**config.mk**
```make
export PLATFORM = sky130hd
export DESIGN_NAME = led_tracker_top
export DESIGN_NICKNAME = d
export VERILOG_FILES = /design/src/design/tracker_pkg.sv /design/src/design/led_tracker_top.sv /design/src/design/overlay_mux.sv /design/src/design/centroid_accum.sv /design/src/design/mask_threshold.sv /design/src/design/video_timing.sv
export SDC_FILE = /design/constraint.sdc
export NUM_CORES = 1
export LEC_CHECK = 0
export ABC_AREA = 1
export BUFFER_PORTS_ARGS = -buffer_cell sky130_fd_sc_hd__buf_2
export CORE_UTILIZATION = 30
export DETAILED_ROUTE_END_ITERATION = 10
export GPL_TIMING_DRIVEN = 0
export PLACE_DENSITY = 0.49
export SYNTH_ARGS = -nofsm -noshare
export SYNTH_HDL_FRONTEND = slang
export SYNTH_SLANG_ARGS = --single-unit
```
**constraint.sdc**
```tcl
create_clock -name clk_pixel -period 4 [get_ports clk_pixel]
set_clock_uncertainty 0.05 [all_clocks]
set_input_delay 0.4 -clock clk_pixel [delete_from_list [all_inputs] [get_ports clk_pixel]]
set_output_delay 0.4 -clock clk_pixel [all_outputs]
set_load 0.05 [all_outputs]
```
**src/design/tracker_pkg.sv**
```systemverilog
`default_nettype none

package tracker_pkg;

    // raster counter widths
    localparam int h_count_w = 11;
    localparam int v_count_w = 10;

    // one colour channel
    localparam int color_w = 8;

    // per-frame accumulators
    localparam int sum_w = 32;
    localparam int pix_count_w = 21;

    typedef struct packed {
        logic [color_w-1:0] red;
        logic [color_w-1:0] green;
        logic [color_w-1:0] blue;
    } rgb_t;

    // raster position, also used for the held centre of mass
    typedef struct packed {
        logic [h_count_w-1:0] hcount;
        logic [v_count_w-1:0] vcount;
    } coord_t;

    typedef struct packed {
        coord_t coord;
        logic   hsync;
        logic   vsync;
        logic   active;
        logic   new_frame;
    } timing_t;

    // pixel as it leaves the design
    typedef struct packed {
        logic hsync;
        logic vsync;
        logic active;
        rgb_t rgb;
    } video_px_t;

    // both bounds are inclusive
    typedef struct packed {
        logic [color_w-1:0] lower;
        logic [color_w-1:0] upper;
    } thresh_t;

    typedef enum logic [1:0] {
        ch_red,
        ch_green,
        ch_blue
    } channel_e;

    typedef enum logic [1:0] {
        disp_camera,
        disp_mask,
        disp_crosshair
    } display_e;

endpackage

`default_nettype wire
```
**src/design/led_tracker_top.sv**
```systemverilog
`timescale 1ns/1ps
`default_nettype none

module led_tracker_top import tracker_pkg::*; #(
    parameter int h_active = 1280,
    parameter int h_front = 110,
    parameter int h_sync = 40,
    parameter int h_back = 220,
    parameter int v_active = 720,
    parameter int v_front = 5,
    parameter int v_sync = 5,
    parameter int v_back = 20
) (
    input  logic      clk_pixel,
    input  logic      recent_reset,
    input  rgb_t      pixel_in,
    input  channel_e  channel,
    input  thresh_t   thresh,
    input  display_e  mode,
    output coord_t    fetch_coord,
    output video_px_t video_out,
    output coord_t    com,
    output logic      com_valid
);

    // stage 0 raster position
    timing_t fetch;

    // stage 1 timing, aligned with pixel_in
    timing_t timing_s1;

    // stage 2 outputs of the threshold stage
    timing_t timing_s2;
    rgb_t    pixel_s2;
    logic    mask_s2;

    video_timing #(
        .h_active(h_active),
        .h_front (h_front),
        .h_sync  (h_sync),
        .h_back  (h_back),
        .v_active(v_active),
        .v_front (v_front),
        .v_sync  (v_sync),
        .v_back  (v_back)
    ) u_timing (
        .clk_pixel   (clk_pixel),
        .recent_reset(recent_reset),
        .fetch       (fetch)
    );

    // frame buffer answers one cycle after the request
    assign fetch_coord = fetch.coord;

    always_ff @(posedge clk_pixel) begin
        if (recent_reset) begin
            timing_s1 <= '0;
        end else begin
            timing_s1 <= fetch;
        end
    end

    mask_threshold u_mask (
        .clk_pixel   (clk_pixel),
        .recent_reset(recent_reset),
        .timing_in   (timing_s1),
        .pixel_in    (pixel_in),
        .channel     (channel),
        .thresh      (thresh),
        .timing_out  (timing_s2),
        .pixel_out   (pixel_s2),
        .mask        (mask_s2)
    );

    centroid_accum u_centroid (
        .clk_pixel   (clk_pixel),
        .recent_reset(recent_reset),
        .timing_in   (timing_s2),
        .mask        (mask_s2),
        .com         (com),
        .com_valid   (com_valid)
    );

    // held com feeds the crosshair of the following frame
    overlay_mux u_overlay (
        .clk_pixel   (clk_pixel),
        .recent_reset(recent_reset),
        .timing_in   (timing_s2),
        .pixel_in    (pixel_s2),
        .mask        (mask_s2),
        .com         (com),
        .mode        (mode),
        .video_out   (video_out)
    );

endmodule

`default_nettype wire

```
**src/design/overlay_mux.sv**
```systemverilog
`timescale 1ns/1ps
`default_nettype none

module overlay_mux import tracker_pkg::*; (
    input  logic      clk_pixel,
    input  logic      recent_reset,
    input  timing_t   timing_in,
    input  rgb_t      pixel_in,
    input  logic      mask,
    input  coord_t    com,
    input  display_e  mode,
    output video_px_t video_out
);

    localparam rgb_t rgb_white = '{red: '1, green: '1, blue: '1};
    localparam rgb_t rgb_black = '{red: '0, green: '0, blue: '0};

    logic on_cross;
    rgb_t mask_px;
    rgb_t cross_px;
    rgb_t picked;

    // crosshair lines through the held centre
    assign on_cross = (timing_in.coord.hcount == com.hcount) ||
                      (timing_in.coord.vcount == com.vcount);

    // mask picture is pure white or black
    assign mask_px = mask ? rgb_white : rgb_black;

    // white lines over the camera picture
    assign cross_px = on_cross ? rgb_white : pixel_in;

    always_comb begin
        if (!timing_in.active) begin
            // nothing shows in blanking
            picked = rgb_black;
        end else begin
            case (mode)
                disp_camera:    picked = pixel_in;
                disp_mask:      picked = mask_px;
                disp_crosshair: picked = cross_px;
                default:        picked = pixel_in;
            endcase
        end
    end

    // stage 3 output register
    always_ff @(posedge clk_pixel) begin
        if (recent_reset) begin
            video_out <= '0;
        end else begin
            video_out.hsync <= timing_in.hsync;
            video_out.vsync <= timing_in.vsync;
            video_out.active <= timing_in.active;
            video_out.rgb <= picked;
        end
    end

endmodule

`default_nettype wire

```
**src/design/centroid_accum.sv**
```systemverilog
`timescale 1ns/1ps
`default_nettype none

module centroid_accum import tracker_pkg::*; (
    input  logic    clk_pixel,
    input  logic    recent_reset,
    input  timing_t timing_in,
    input  logic    mask,
    output coord_t  com,
    output logic    com_valid
);

    localparam int cnt_w = $clog2(sum_w);
    localparam int rq_w = pix_count_w + sum_w;
    localparam logic [cnt_w-1:0] last_bit = cnt_w'(sum_w - 1);

    typedef enum logic [1:0] {
        st_idle,
        st_divide,
        st_done
    } div_state_e;

    div_state_e state;

    // running totals for the frame being scanned
    logic [sum_w-1:0]       sum_x;
    logic [sum_w-1:0]       sum_y;
    logic [pix_count_w-1:0] count;

    // latched frame being divided
    // upper part is the remainder, lower part shifts dividend out and quotient in
    logic [rq_w-1:0]        rq_x;
    logic [rq_w-1:0]        rq_y;
    logic [pix_count_w-1:0] divisor;
    logic [cnt_w-1:0]       bit_cnt;

    // one restoring step
    function automatic logic [rq_w-1:0] div_step(
        input logic [rq_w-1:0]        rq,
        input logic [pix_count_w-1:0] d
    );
        logic [pix_count_w:0]   trial;
        logic [pix_count_w-1:0] rem_next;
        logic                   q_bit;
        // remainder with the next dividend bit brought down
        trial = rq[rq_w-1:sum_w-1];
        q_bit = (trial >= {1'b0, d});
        // trial below d already fits the remainder width
        rem_next = q_bit ? pix_count_w'(trial - {1'b0, d}) : trial[pix_count_w-1:0];
        return {rem_next, rq[sum_w-2:0], q_bit};
    endfunction

    // frame accumulation
    always_ff @(posedge clk_pixel) begin
        if (recent_reset) begin
            sum_x <= '0;
            sum_y <= '0;
            count <= '0;
        end else if (timing_in.new_frame) begin
            // totals move to the divider below
            sum_x <= '0;
            sum_y <= '0;
            count <= '0;
        end else if (mask) begin
            sum_x <= sum_x + sum_w'(timing_in.coord.hcount);
            sum_y <= sum_y + sum_w'(timing_in.coord.vcount);
            count <= count + 1'b1;
        end
    end

    // divider control
    always_ff @(posedge clk_pixel) begin
        if (recent_reset) begin
            state <= st_idle;
            bit_cnt <= '0;
            com <= '0;
            com_valid <= 1'b0;
        end else begin
            com_valid <= 1'b0;
            case (state)
                st_idle: begin
                    // empty frames leave com alone
                    if (timing_in.new_frame && (count != '0)) begin
                        state <= st_divide;
                        bit_cnt <= '0;
                    end
                end
                st_divide: begin
                    bit_cnt <= bit_cnt + 1'b1;
                    if (bit_cnt == last_bit) begin
                        state <= st_done;
                    end
                end
                st_done: begin
                    // means fit the raster so upper quotient bits are zero
                    com.hcount <= rq_x[h_count_w-1:0];
                    com.vcount <= rq_y[v_count_w-1:0];
                    com_valid <= 1'b1;
                    state <= st_idle;
                end
                default: state <= st_idle;
            endcase
        end
    end

    // divider datapath
    always_ff @(posedge clk_pixel) begin
        if ((state == st_idle) && timing_in.new_frame) begin
            rq_x <= {{pix_count_w{1'b0}}, sum_x};
            rq_y <= {{pix_count_w{1'b0}}, sum_y};
            divisor <= count;
        end else if (state == st_divide) begin
            // both axes share the count as divisor
            rq_x <= div_step(rq_x, divisor);
            rq_y <= div_step(rq_y, divisor);
        end
    end

endmodule

`default_nettype wire

```
**src/design/mask_threshold.sv**
```systemverilog
`timescale 1ns/1ps
`default_nettype none

module mask_threshold import tracker_pkg::*; (
    input  logic     clk_pixel,
    input  logic     recent_reset,
    input  timing_t  timing_in,
    input  rgb_t     pixel_in,
    input  channel_e channel,
    input  thresh_t  thresh,
    output timing_t  timing_out,
    output rgb_t     pixel_out,
    output logic     mask
);

    logic [color_w-1:0] selected;
    logic               in_range;

    // pick the channel under test
    always_comb begin
        case (channel)
            ch_red:   selected = pixel_in.red;
            ch_green: selected = pixel_in.green;
            ch_blue:  selected = pixel_in.blue;
            default:  selected = pixel_in.red;
        endcase
    end

    // inclusive on both ends
    assign in_range = (selected >= thresh.lower) && (selected <= thresh.upper);

    // mask and timing carry control bits
    always_ff @(posedge clk_pixel) begin
        if (recent_reset) begin
            mask <= 1'b0;
            timing_out <= '0;
        end else begin
            // blanking never counts as a hit
            mask <= in_range && timing_in.active;
            timing_out <= timing_in;
        end
    end

    // pixel payload travels beside the mask
    always_ff @(posedge clk_pixel) begin
        pixel_out <= pixel_in;
    end

endmodule

`default_nettype wire

```
**src/design/video_timing.sv**
```systemverilog
`timescale 1ns/1ps
`default_nettype none

module video_timing import tracker_pkg::*; #(
    parameter int h_active = 1280,
    parameter int h_front = 110,
    parameter int h_sync = 40,
    parameter int h_back = 220,
    parameter int v_active = 720,
    parameter int v_front = 5,
    parameter int v_sync = 5,
    parameter int v_back = 20
) (
    input  logic    clk_pixel,
    input  logic    recent_reset,
    output timing_t fetch
);

    localparam int h_total = h_active + h_front + h_sync + h_back;
    localparam int v_total = v_active + v_front + v_sync + v_back;

    // boundaries sized to the counters
    localparam logic [h_count_w-1:0] h_act_end = h_count_w'(h_active);
    localparam logic [h_count_w-1:0] h_sync_start = h_count_w'(h_active + h_front);
    localparam logic [h_count_w-1:0] h_sync_end = h_count_w'(h_active + h_front + h_sync);
    localparam logic [h_count_w-1:0] h_last = h_count_w'(h_total - 1);

    localparam logic [v_count_w-1:0] v_act_end = v_count_w'(v_active);
    localparam logic [v_count_w-1:0] v_sync_start = v_count_w'(v_active + v_front);
    localparam logic [v_count_w-1:0] v_sync_end = v_count_w'(v_active + v_front + v_sync);
    localparam logic [v_count_w-1:0] v_last = v_count_w'(v_total - 1);

    logic [h_count_w-1:0] hcount;
    logic [v_count_w-1:0] vcount;

    // horizontal counter wraps at the line end
    // vertical counter steps once per line
    always_ff @(posedge clk_pixel) begin
        if (recent_reset) begin
            hcount <= '0;
            vcount <= '0;
        end else if (hcount == h_last) begin
            hcount <= '0;
            if (vcount == v_last) begin
                vcount <= '0;
            end else begin
                vcount <= vcount + 1'b1;
            end
        end else begin
            hcount <= hcount + 1'b1;
        end
    end

    // decode straight from the counters
    always_comb begin
        fetch.coord.hcount = hcount;
        fetch.coord.vcount = vcount;
        fetch.active = (hcount < h_act_end) && (vcount < v_act_end);
        // sync pulses sit after the front porch
        fetch.hsync = (hcount >= h_sync_start) && (hcount < h_sync_end);
        fetch.vsync = (vcount >= v_sync_start) && (vcount < v_sync_end);
        // first blanking pixel after the last active line
        fetch.new_frame = (hcount == h_act_end) && (vcount == v_act_end);
    end

endmodule

`default_nettype wire

```
[Word-level counts from Yosys, hierarchy flattened]
Cells that the tools add are included.
Operators by class
  add/subtract/negate cells: 8
  equality and inequality tests: 15
  multiply operators: 0
  reduce and logical (&&, ||, !) cells: 18
  bitwise operators: 1
  div/mod/pow operators: 0
  shift-type cells: 0
  order comparisons: 10
  mux-type cells: 17
Operators by type and width (count)
  two-way mux 32 bit: 4
  two-way mux 24 bit: 2
  case mux 24 bit (2 select lines): 1
  greater-or-equal comparator 22 x 21 -> 1 bit: 2
  two-way mux 21 bit: 2
  subtractor 21 bit: 2
  adder 32 x 10 -> 32 bit: 1
  adder 32 x 11 -> 32 bit: 1
  equality test 11 bit (second input constant): 2
  less-than comparator 11 bit (second input constant): 2
  adder 21 x 1 -> 21 bit (second input constant): 1
  nonzero test 21 bit: 1
  equality test 10 bit (second input constant): 2
  less-than comparator 10 bit (second input constant): 2
  case mux 8 bit (2 select lines): 1
  adder 11 x 1 -> 11 bit (second input constant): 1
  equality test 11 bit: 1
  greater-or-equal comparator 11 bit (second input constant): 1
  adder 10 x 1 -> 10 bit (second input constant): 1
  equality test 10 bit: 1
  greater-or-equal comparator 10 bit (second input constant): 1
  two-way mux 10 bit: 1
  case mux 5 bit (2 select lines): 1
  greater-or-equal comparator 8 bit: 1
  17 further kinds: 34
Word-level totals
  bits of input ports: 46
  output and inout bits: 70
  memories: 0
  logic and storage cells: 106
  ROM bits: 0
  bits in latches: 0
  bits in registers: 364
  RAM bits: 0

[Longest topological paths before layout]
Gate-level depths: netlist (run 1).
  depth in word-level cells: 5
  mapped depth: 15
  mapped depth without buffers: 14

[By module]
Synthesis (run 1) repeated with hierarchy kept, for this count alone.
Second synthesis, totals
  cell total of the unflattened synthesis: 2862
  area, all modules: 20546.0 um2
By module, submodules not included
  centroid_accum: sequential area each 5675.4 um2, times used 1, cells an instance 2120, area an instance 14769.2 um2
  mask_threshold: sequential area each 1001.0 um2, times used 1, cells an instance 220, area an instance 1855.5 um2
  overlay_mux: sequential area each 540.5 um2, times used 1, cells an instance 229, area an instance 1778.0 um2
  video_timing: sequential area each 420.4 um2, times used 1, cells an instance 215, area an instance 1418.9 um2
  led_tracker_top: sequential area each 500.5 um2, times used 1, cells an instance 78, area an instance 724.4 um2

[Worst setup path after synthesis (run 1)]
Ideal clock, no wire load.
  path type: register to register
  start: reg u_centroid.state[1]
  end: reg u_centroid.rq_x[0], enable pin
  required time: 3496 ps
  setup time: 454 ps
  data arrival time: 2848 ps
  buffers on the path: 1
  stages on the path, launching flop included: 7
  setup slack: 648 ps
  period minus slack after synthesis: 3352 ps
  path through: dfxtp_1 -> nor2_1 -> nand2_1 -> inv_2 -> nor2_2 -> inv_2 -> clkbuf_1
On the way
  word-level cells in the longest chain between the ends: 3
  elaborated cells on any way between the ends: 4
  those cells by class: eq/ne: 1; reduce/logical: 3
RTL lines
  start, declared: line centroid_accum.sv:23  | div_state_e state;
  start signal, assigned: line centroid_accum.sv:74  | state <= st_idle;
  start signal, assigned: line centroid_accum.sv:84  | state <= st_divide;
  start signal, assigned: line centroid_accum.sv:91  | state <= st_done;
  zero test 2 bit: line centroid_accum.sv:108  | if ((state == st_idle) && timing_in.new_frame) begin
  logical AND 1 bit: line centroid_accum.sv:108
  nonzero test 2 bit (no line) (*)
  end signal, assigned: line centroid_accum.sv:109  | rq_x <= {{pix_count_w{1'b0}}, sum_x};
  end signal, assigned: line centroid_accum.sv:114  | rq_x <= div_step(rq_x, divisor);
  end, declared: line centroid_accum.sv:32  | logic [rq_w-1:0] rq_x;
Every way passes the cells marked *; elsewhere a longest branch is shown, timed or not.
A chain may end at the register's enable or synchronous reset.

[Worst setup path in the final report (run 1)]
  start: reg u_mask.timing_out[0] (netlist name)
  end: reg u_centroid.rq_y[25], enable pin
On the way
  word-level cells in the longest chain between the ends: 2
RTL lines
  start, declared: line mask_threshold.sv:11  | output timing_t timing_out,
  start signal, assigned: line mask_threshold.sv:40  | timing_out <= timing_in;
  logical AND 1 bit: line centroid_accum.sv:108
  nonzero test 2 bit (no line)
  end signal, assigned: line centroid_accum.sv:110  | rq_y <= {{pix_count_w{1'b0}}, sum_y};
  end signal, assigned: line centroid_accum.sv:115  | rq_y <= div_step(rq_y, divisor);
  end, declared: line centroid_accum.sv:33  | logic [rq_w-1:0] rq_y;
No other way between the ends.

==> summary.txt, run 1 <==
Routing
  – DR vias/cell: 4.69
  – Wire per inst: ~15 um
  – First-pass detailed-route iteration total: 5
  – WL final: around 58000 um
  – Via count: around 18000
  – Drt drc: 0
  – Post-route ant nets: 0
  – Initial DRC Count: 1096

Global route
  – Largest net degree at the start of global routing: 44
  – GR Util All Layers: 0.173
  – Vias in the first global route: approximately 18000
  – Global-route wire length before repair: around 90000 um
  – Initial antenna violation count: 3
  – GRT overflow: 0

STA
  – TNS Setup: 0 ns
  – Hold slack: between 0.2 and 0.3 ns
  – Endpoints failing setup: 0
  – Minimum clock period: between 2 and 3 ns
  – Crit share post-route: 0.640
  – Hold Vio Cnt, Final: 0
  – Worst-margin pin slew: 0.857 ns
  – Pins over their slew limit: 0
  – RSZ-0062 raised after global routing: no
  – Maximum clock rate: ~400 MHz
  – Slew margin rel.: 0.429

Yosys
  – Synthesized cell area: 19700 sq um
  – Post-synth cell types: between 40 and 50
  – Sequential-to-total area share from yosys stat: 0.413
  – Top-area cell type share of the netlist area: 0.283
  – Top post-synthesis cells by area: dfxtp_1, edfxtp_1, nand2_1, inv_1, ha_1
  – Mapped Avg Cell Area: 7.22 sq um
  – Yosys top cell by area: dfxtp_1
  – Mapped Cells: between 2000 and 3000
  – Synthesized net count: 2873
  – FF+latch count, synth: ~360
  – Yosys warnings: 0

Floorplanning
  – Die Area: roughly 67000 sq um
  – Initial core utilization: 0.305
  – # rows: between 90 and 100
  – Die Height: 258 um
  – Die width: around 260 um
  – Core Box Area: approximately 65000 sq um
  – # IOs: roughly 120

Worst setup path
  – Largest stage delay on the critical path: 0.49 ns
  – Critical Path, Cell by Cell: nand2_1 -> inv_2 -> nor2_2 -> inv_2 -> clkbuf_4 -> buf_16
  – CP Max Fanout: 43
  – Crit start category: register
  – Critical Path AT: around 2.7 ns
  – Worst Setup SP: u_mask.timing_out[0]
  – WS Path Type: reg2reg
  – Crit path capture type: register
  – Reg2Reg Launch Point: u_mask.timing_out[0]
  – Slowest-stage cell, CP: clkbuf_4
  – Critical path's most frequent cell: inv_2
  – CP required: 4.18 ns

Clock network
  – Clk_lat worst skew: about 0.6 ns
  – Root Buffer: clkbuf_16
  – H-tree depth: 2
  – Clk buf depth: 3
  – Worst-path clk slew: around 0.060 ns
  – Num CTS Buffers: between 40 and 50
  – Clk sink count: approximately 360
  – CTS tree: yes

Power
  – Combinational group share of total power: 0.101
  – Leakage power: 10.9 nW
  – Design Power: around 0.0092 W
  – Peak supply drop: a little under 0.0003 V
  – Clk pwr share: 0.479
  – Sequential power share: 0.420
  – Switching share of power: 0.256
  – Cell internal pwr: slightly below 0.007 W
  – Psw: ~0.0024 W
  – Pwr dens: approximately 400 nW/um^2

Placement
  – Placed Instances: about 3700
  – GPL Wtd Cong: between 0.8 and 0.9
  – Buffers on Ports: 115
  – DP Wirelength: ~44000 um

Final layout
  – Most frequent cells in the layout: nand2_1, inv_1, dfxtp_1, nor2_1, nand3_1
  – Syn-to-layout area delta: 17.9%
  – Fin cells: approximately 3800
  – Final #Nets: a little over 3000
  – Post-layout util: 0.359
  – Commonest non-fill, non-tap cell in the layout: nand2_1
  – Layout cell share with drive strength beyond 1: 0.101

Status
  – Outcome: completed

Min path
  – Hold Startpoint: mode[1]
  – Hold Crit Class: in2reg

Run
  – Max-cap viol count: 0
==> power groups by stage <==
| stage | sequential, W | clock (W) | combinational [W] |
|---|---|---|---|
| after floorplan | 0.00397 | 0 | 0.000641 |
| after detailed placement | 0.00395 | 0 | 0.000910 |
| after CTS | 0.00387 | 0.00452 | 0.000936 |
| final | 0.00387 | 0.00441 | 0.000933 |
| after global routing | 0.00388 | 0.00467 | 0.00106 |
| after global placement | 0.00395 | 0 | 0.000905 |
==> sequential cells by signal (all words and copies together), names as in the netlist <==
register and flops:
u_mask.pixel_out 24, u_mask.mask 1, u_centroid.state 2, u_overlay.video_out 27, u_centroid.com 21, u_timing.hcount 11
u_mask.timing_out 25, u_centroid.rq_x 53, timing_s1 25, u_centroid.com_valid 1, u_centroid.rq_y 53, u_centroid.sum_x 32
u_timing.vcount 10, u_centroid.divisor 21, u_centroid.count 21, u_centroid.sum_y 32, u_centroid.bit_cnt 5
==> cell usage after synthesis (all sizes together) <==
master / count
nand3: 233
a21o: 2
nor2: 284
edfxtp: 85
a211oi: 3
o21ai: 177
xor2: 27
o21bai: 10
o211ai: 1
dfxtp: 279
a21oi: 160
buf: 46
o21a: 6
o2bb2ai: 1
nor3: 60
inv: 425
nand3b: 23
o221ai: 1
xnor2: 24
a31oi: 6
a221o: 7
and3: 1
fa: 4
nor3b: 5
nor4: 6
nand2: 660
nand4: 37
a221oi: 1
or2: 3
o22ai: 2
clkinv: 7
clkbuf: 53
ha: 92
==> per-stage QoR <==
stage	area [sq um]	worst slack, ns
2_1_floorplan	19700	0.648
3_3_place_gp	21400	-1.20
3_5_place_dp	21400	1.18
4_1_cts	23200	1.39
5_1_grt	23200	1.29
6_report	23200	1.44
==> routing by layer <==
| layer | routed length (um) | track usage |
|---|---|---|
| met2 | 27300 | 0.295 |
| met3 | 3230 | 0.0318 |
| met4 | 1690 | 0.0626 |
| met5 | 13 | 0 |
| met1 | 25600 | 0.216 |
==> area by class of cell <==
cell class / count / area, sq um
buffer: 99 / 546
sequential: 364 / 8140
fill: 6922 / 41400
clock inverter: 25 / 358
tap: 855 / 1070
antenna: 2 / 5.00
inverter: 432 / 1620
timing repair buffer: 140 / 843
multi-input combinational: 1836 / 9420
clock buffer: 53 / 1250
==> timing repair <==
item / CTS / global route
endpoints found under the hold margin: 24 / 0
resized for setup: 0 / 0
setup endpoints to repair: 0 / 0
setup buffers: 0 / 0
hold buffers: 24 / 0
==> critical path: cells and delay by family, from the launching register on <==
kind | cells | cell delay, ns
buffers and inverters | 4 | 1.31
AND/OR/NAND/NOR | 2 | 0.36
flip-flops | 1 | 0.45
==> final timing paths <==
| kind | endpoint | slack (ns) | depth (start not counted) |
|---|---|---|---|
| min | u_overlay.video_out[16] | 0.28 | 4 |
| min reg2reg | u_mask.timing_out[24] | 0.35 | 2 |
| max | u_centroid.rq_y[25] | 1.44 | 6 |
| max reg2reg | u_centroid.rq_y[25] | 1.44 | 6 |
==> cells by family after synthesis <==
logic type,synth area share
AO/OA/AOI/OAI,0.102
XOR/XNOR,0.0227
adder cells (fa/ha/maj),0.0624
buffers and inverters,0.110
flip-flops,0.413
AND/OR/NAND/NOR,0.291
Power figures use the tool's default switching activity.
==> run 2: changes to the inputs <==
Clock period 4 ns to 2.53 ns, I/O delays scaled along.
==> summary.txt, run 2 (synthesis results as in run 1) <==
Floorplanning
  – # IOs: 116 (unchanged)
  – Die Area: 66800 sq um (unchanged)
  – # rows: 93 (unchanged)
  – Die Height: 258 um (unchanged)
  – Die width: 258 um (unchanged)
  – Core Box Area: 64700 sq um (unchanged)
  – Initial core utilization: 0.305 (unchanged)

STA
  – Hold Vio Cnt, Final: 0 (unchanged)
  – Slew margin rel.: 0.454 (was 0.429)
  – Hold slack: 0.0842 ns (was 0.285 ns)
  – Crit share post-route: 0.944 (was 0.640)
  – Maximum clock rate: 419 MHz (was 391 MHz)
  – Minimum clock period: 2.39 ns (was 2.56 ns)
  – Endpoints failing setup: 0 (unchanged)
  – Pins over their slew limit: 0 (unchanged)
  – Worst-margin pin slew: 0.820 ns (was 0.857 ns)
  – RSZ-0062 raised after global routing: yes (was no)

Clock network
  – Root Buffer: clkbuf_16 (unchanged)
  – H-tree depth: 2 (unchanged)
  – Num CTS Buffers: 42 (unchanged)
  – Clk sink count: 364 (unchanged)
  – Clk buf depth: 3 (unchanged)
  – Post-CTS Setup Bufs: 0 (unchanged)
  – Clk_lat worst skew: 0.58 ns (was 0.59 ns)
  – CTS tree: yes (unchanged)
  – Worst-path clk slew: 0.07 ns (was 0.06 ns)

Routing
  – Post-route ant nets: 0 (unchanged)
  – Wire per inst: 15.3 um (was 15.2 um)
  – WL final: 58400 um (was 57800 um)
  – Drt drc: 0 (unchanged)
  – Via count: 17905 (was 17836)
  – DR vias/cell: 4.71 (was 4.69)
  – Initial DRC Count: 1033 (was 1096)
  – First-pass detailed-route iteration total: 5 (unchanged)

Worst setup path
  – Crit path capture type: register (unchanged)
  – Buf+Inv Stages, Crit Path: 3 (was 4)
  – Largest stage delay on the critical path: 0.43 ns (was 0.49 ns)
  – Critical Path AT: 2.81 ns (was 2.74 ns)
  – CP required: 2.95 ns (was 4.18 ns)
  – CP top delay family: simple AND/OR/NAND/NOR gates (was buffers and inverters)
  – Crit start category: register (unchanged)
  – Slowest-stage cell, CP: edfxtp_1 (was clkbuf_4)
  – WS Path Type: reg2reg (unchanged)
  – CP Max Fanout: 10 (was 43)
  – Critical Path, Cell by Cell: inv_1 -> ha_1 -> a21oi_1 -> inv_1 -> nand2_1 -> a21oi_1 -> nor2_4 -> buf_4 -> nand3_1 -> nand3_1 -> nand2_1 (was nand2_1 -> inv_2 -> nor2_2 -> inv_2 -> clkbuf_4 -> buf_16)

Power
  – Pwr dens: 596 nW/um^2 (was 396 nW/um^2)
  – Peak supply drop: 0.000490 V (was 0.000294 V)
  – Clk pwr share: 0.447 (was 0.479)
  – Switching share of power: 0.267 (was 0.256)
  – Design Power: 0.0138 W (was 0.00921 W)
  – Leakage power: 10.8 nW (was 10.9 nW)
  – Cell internal pwr: 0.0101 W (was 0.00685 W)
  – Combinational group share of total power: 0.108 (was 0.101)
  – Psw: 0.00367 W (was 0.00236 W)
  – Sequential power share: 0.445 (was 0.420)

Placement
  – Buffers on Ports: 115 (unchanged)
  – Placed inst area: 21400 sq um (unchanged)
  – GPL Wtd Cong: 0.892 (was 0.876)
  – DP Wirelength: 44100 um (was 43800 um)
  – Placed Instances: 3702 (unchanged)

Final layout
  – Commonest non-fill, non-tap cell in the layout: nand2_1 (unchanged)
  – Layout cell share with drive strength beyond 1: 0.0997 (was 0.101)
  – Fin cells: 3804 (was 3806)
  – Final instance area: 23100 sq um (was 23200 sq um)
  – Syn-to-layout area delta: 17.0% (was 17.9%)
  – Final #Nets: 3057 (unchanged)
  – Most frequent cells in the layout: nand2_1, inv_1, dfxtp_1, nor2_1, nand3_1 (unchanged)
  – Leading registers by flop count: u_centroid.rq_x x53, u_centroid.rq_y x53 (unchanged)

Min path
  – Hold Crit Class: in2reg (unchanged)

Status
  – Outcome: completed (unchanged)

Global route
  – Vias in the first global route: 17607 (was 17581)
  – Initial antenna violation count: 1 (was 3)
  – Global-route wire length before repair: 93200 um (was 92600 um)
  – Largest net degree at the start of global routing: 53 (was 44)
  – GRT overflow: 0 (unchanged)
  – GR Util All Layers: 0.174 (was 0.173)

Run
  – Max-cap viol count: 0 (unchanged)
-- run 2: cell count changes in the layout (fill, tap and decap cells not counted), sizes merged --
cell      change
clkbuf        +9
bufinv        -7
inv           -5
clkinvlp      +2
diode         -1
-- run 2: what timing repair did --
item | 4_1_cts | 5_1_grt
endpoints found under the hold margin | 24 | 0
resized for setup | 0 | 7
hold buffers | 24 | 0
endpoints found under the setup margin | 0 | 86
-- run 2: area by class of cell --
class	instances	area [sq um]
clock inverters	15	145
plain buffers	99	554
multi-input cells	1836	9420
diodes	1	2.50
clock buffers	62	1270
flip-flops and latches	364	8140
inverters	432	1620
repair buffers	140	843
well taps	855	1070
fillers	6955	41600
-- run 2: per-stage QoR --
stage	util	worst slack (ns)	setup TNS (ns)
floorplan	-	0.225	0
global placement	0.330	-0.868	-63.05
detailed placement	0.331	-0.127	-0.127
CTS	0.356	0.00655	0
global route	0.357	-0.0313	-0.0571
finish	0.357	0.142	0
-- run 2: power groups by stage --
| stage | Combinational, W | Clock, W | Sequential (W) |
|---|---|---|---|
| after floorplan | 0.00101 | 0 | 0.00627 |
| after global routing | 0.00167 | 0.00656 | 0.00613 |
| after CTS | 0.00148 | 0.00632 | 0.00612 |
| after global placement | 0.00143 | 0 | 0.00624 |
| after detailed placement | 0.00144 | 0 | 0.00625 |
| final | 0.00148 | 0.00616 | 0.00612 |
-- run 2: worst reg2reg max path: stages, from the launching register on --
cell	delay, ns
edfxtp_1	0.43
inv_1	0.18
ha_1	0.33
a21oi_1	0.27
inv_1	0.07
nand2_1	0.08
a21oi_1	0.10
nor2_4	0.22
buf_4	0.28
nand3_1	0.12
nand3_1	0.11
nand2_1	0.05
-- run 2: routing by layer --
| layer | wire [um] | vias up | track usage |
|---|---|---|---|
| li1 | - | 9141 | - |
| met1 | 26100 | 8235 | 0.217 |
| met2 | 27300 | 408 | 0.295 |
| met3 | 2960 | 121 | 0.0323 |
| met4 | 2020 | 0 | 0.0682 |
| met5 | 0 | - | 0 |
-- run 2: final timing paths --
path,from,slack (ns),endpoint,cells after the start
worst max-delay path,u_centroid.divisor[15],0.14,u_centroid.rq_y[41],11
worst min-delay path,recent_reset,0.08,u_centroid.sum_y[14],4
worst max register to register,u_centroid.divisor[15],0.14,u_centroid.rq_y[41],11
worst min register to register,timing_s1[15],0.35,u_mask.timing_out[15],2
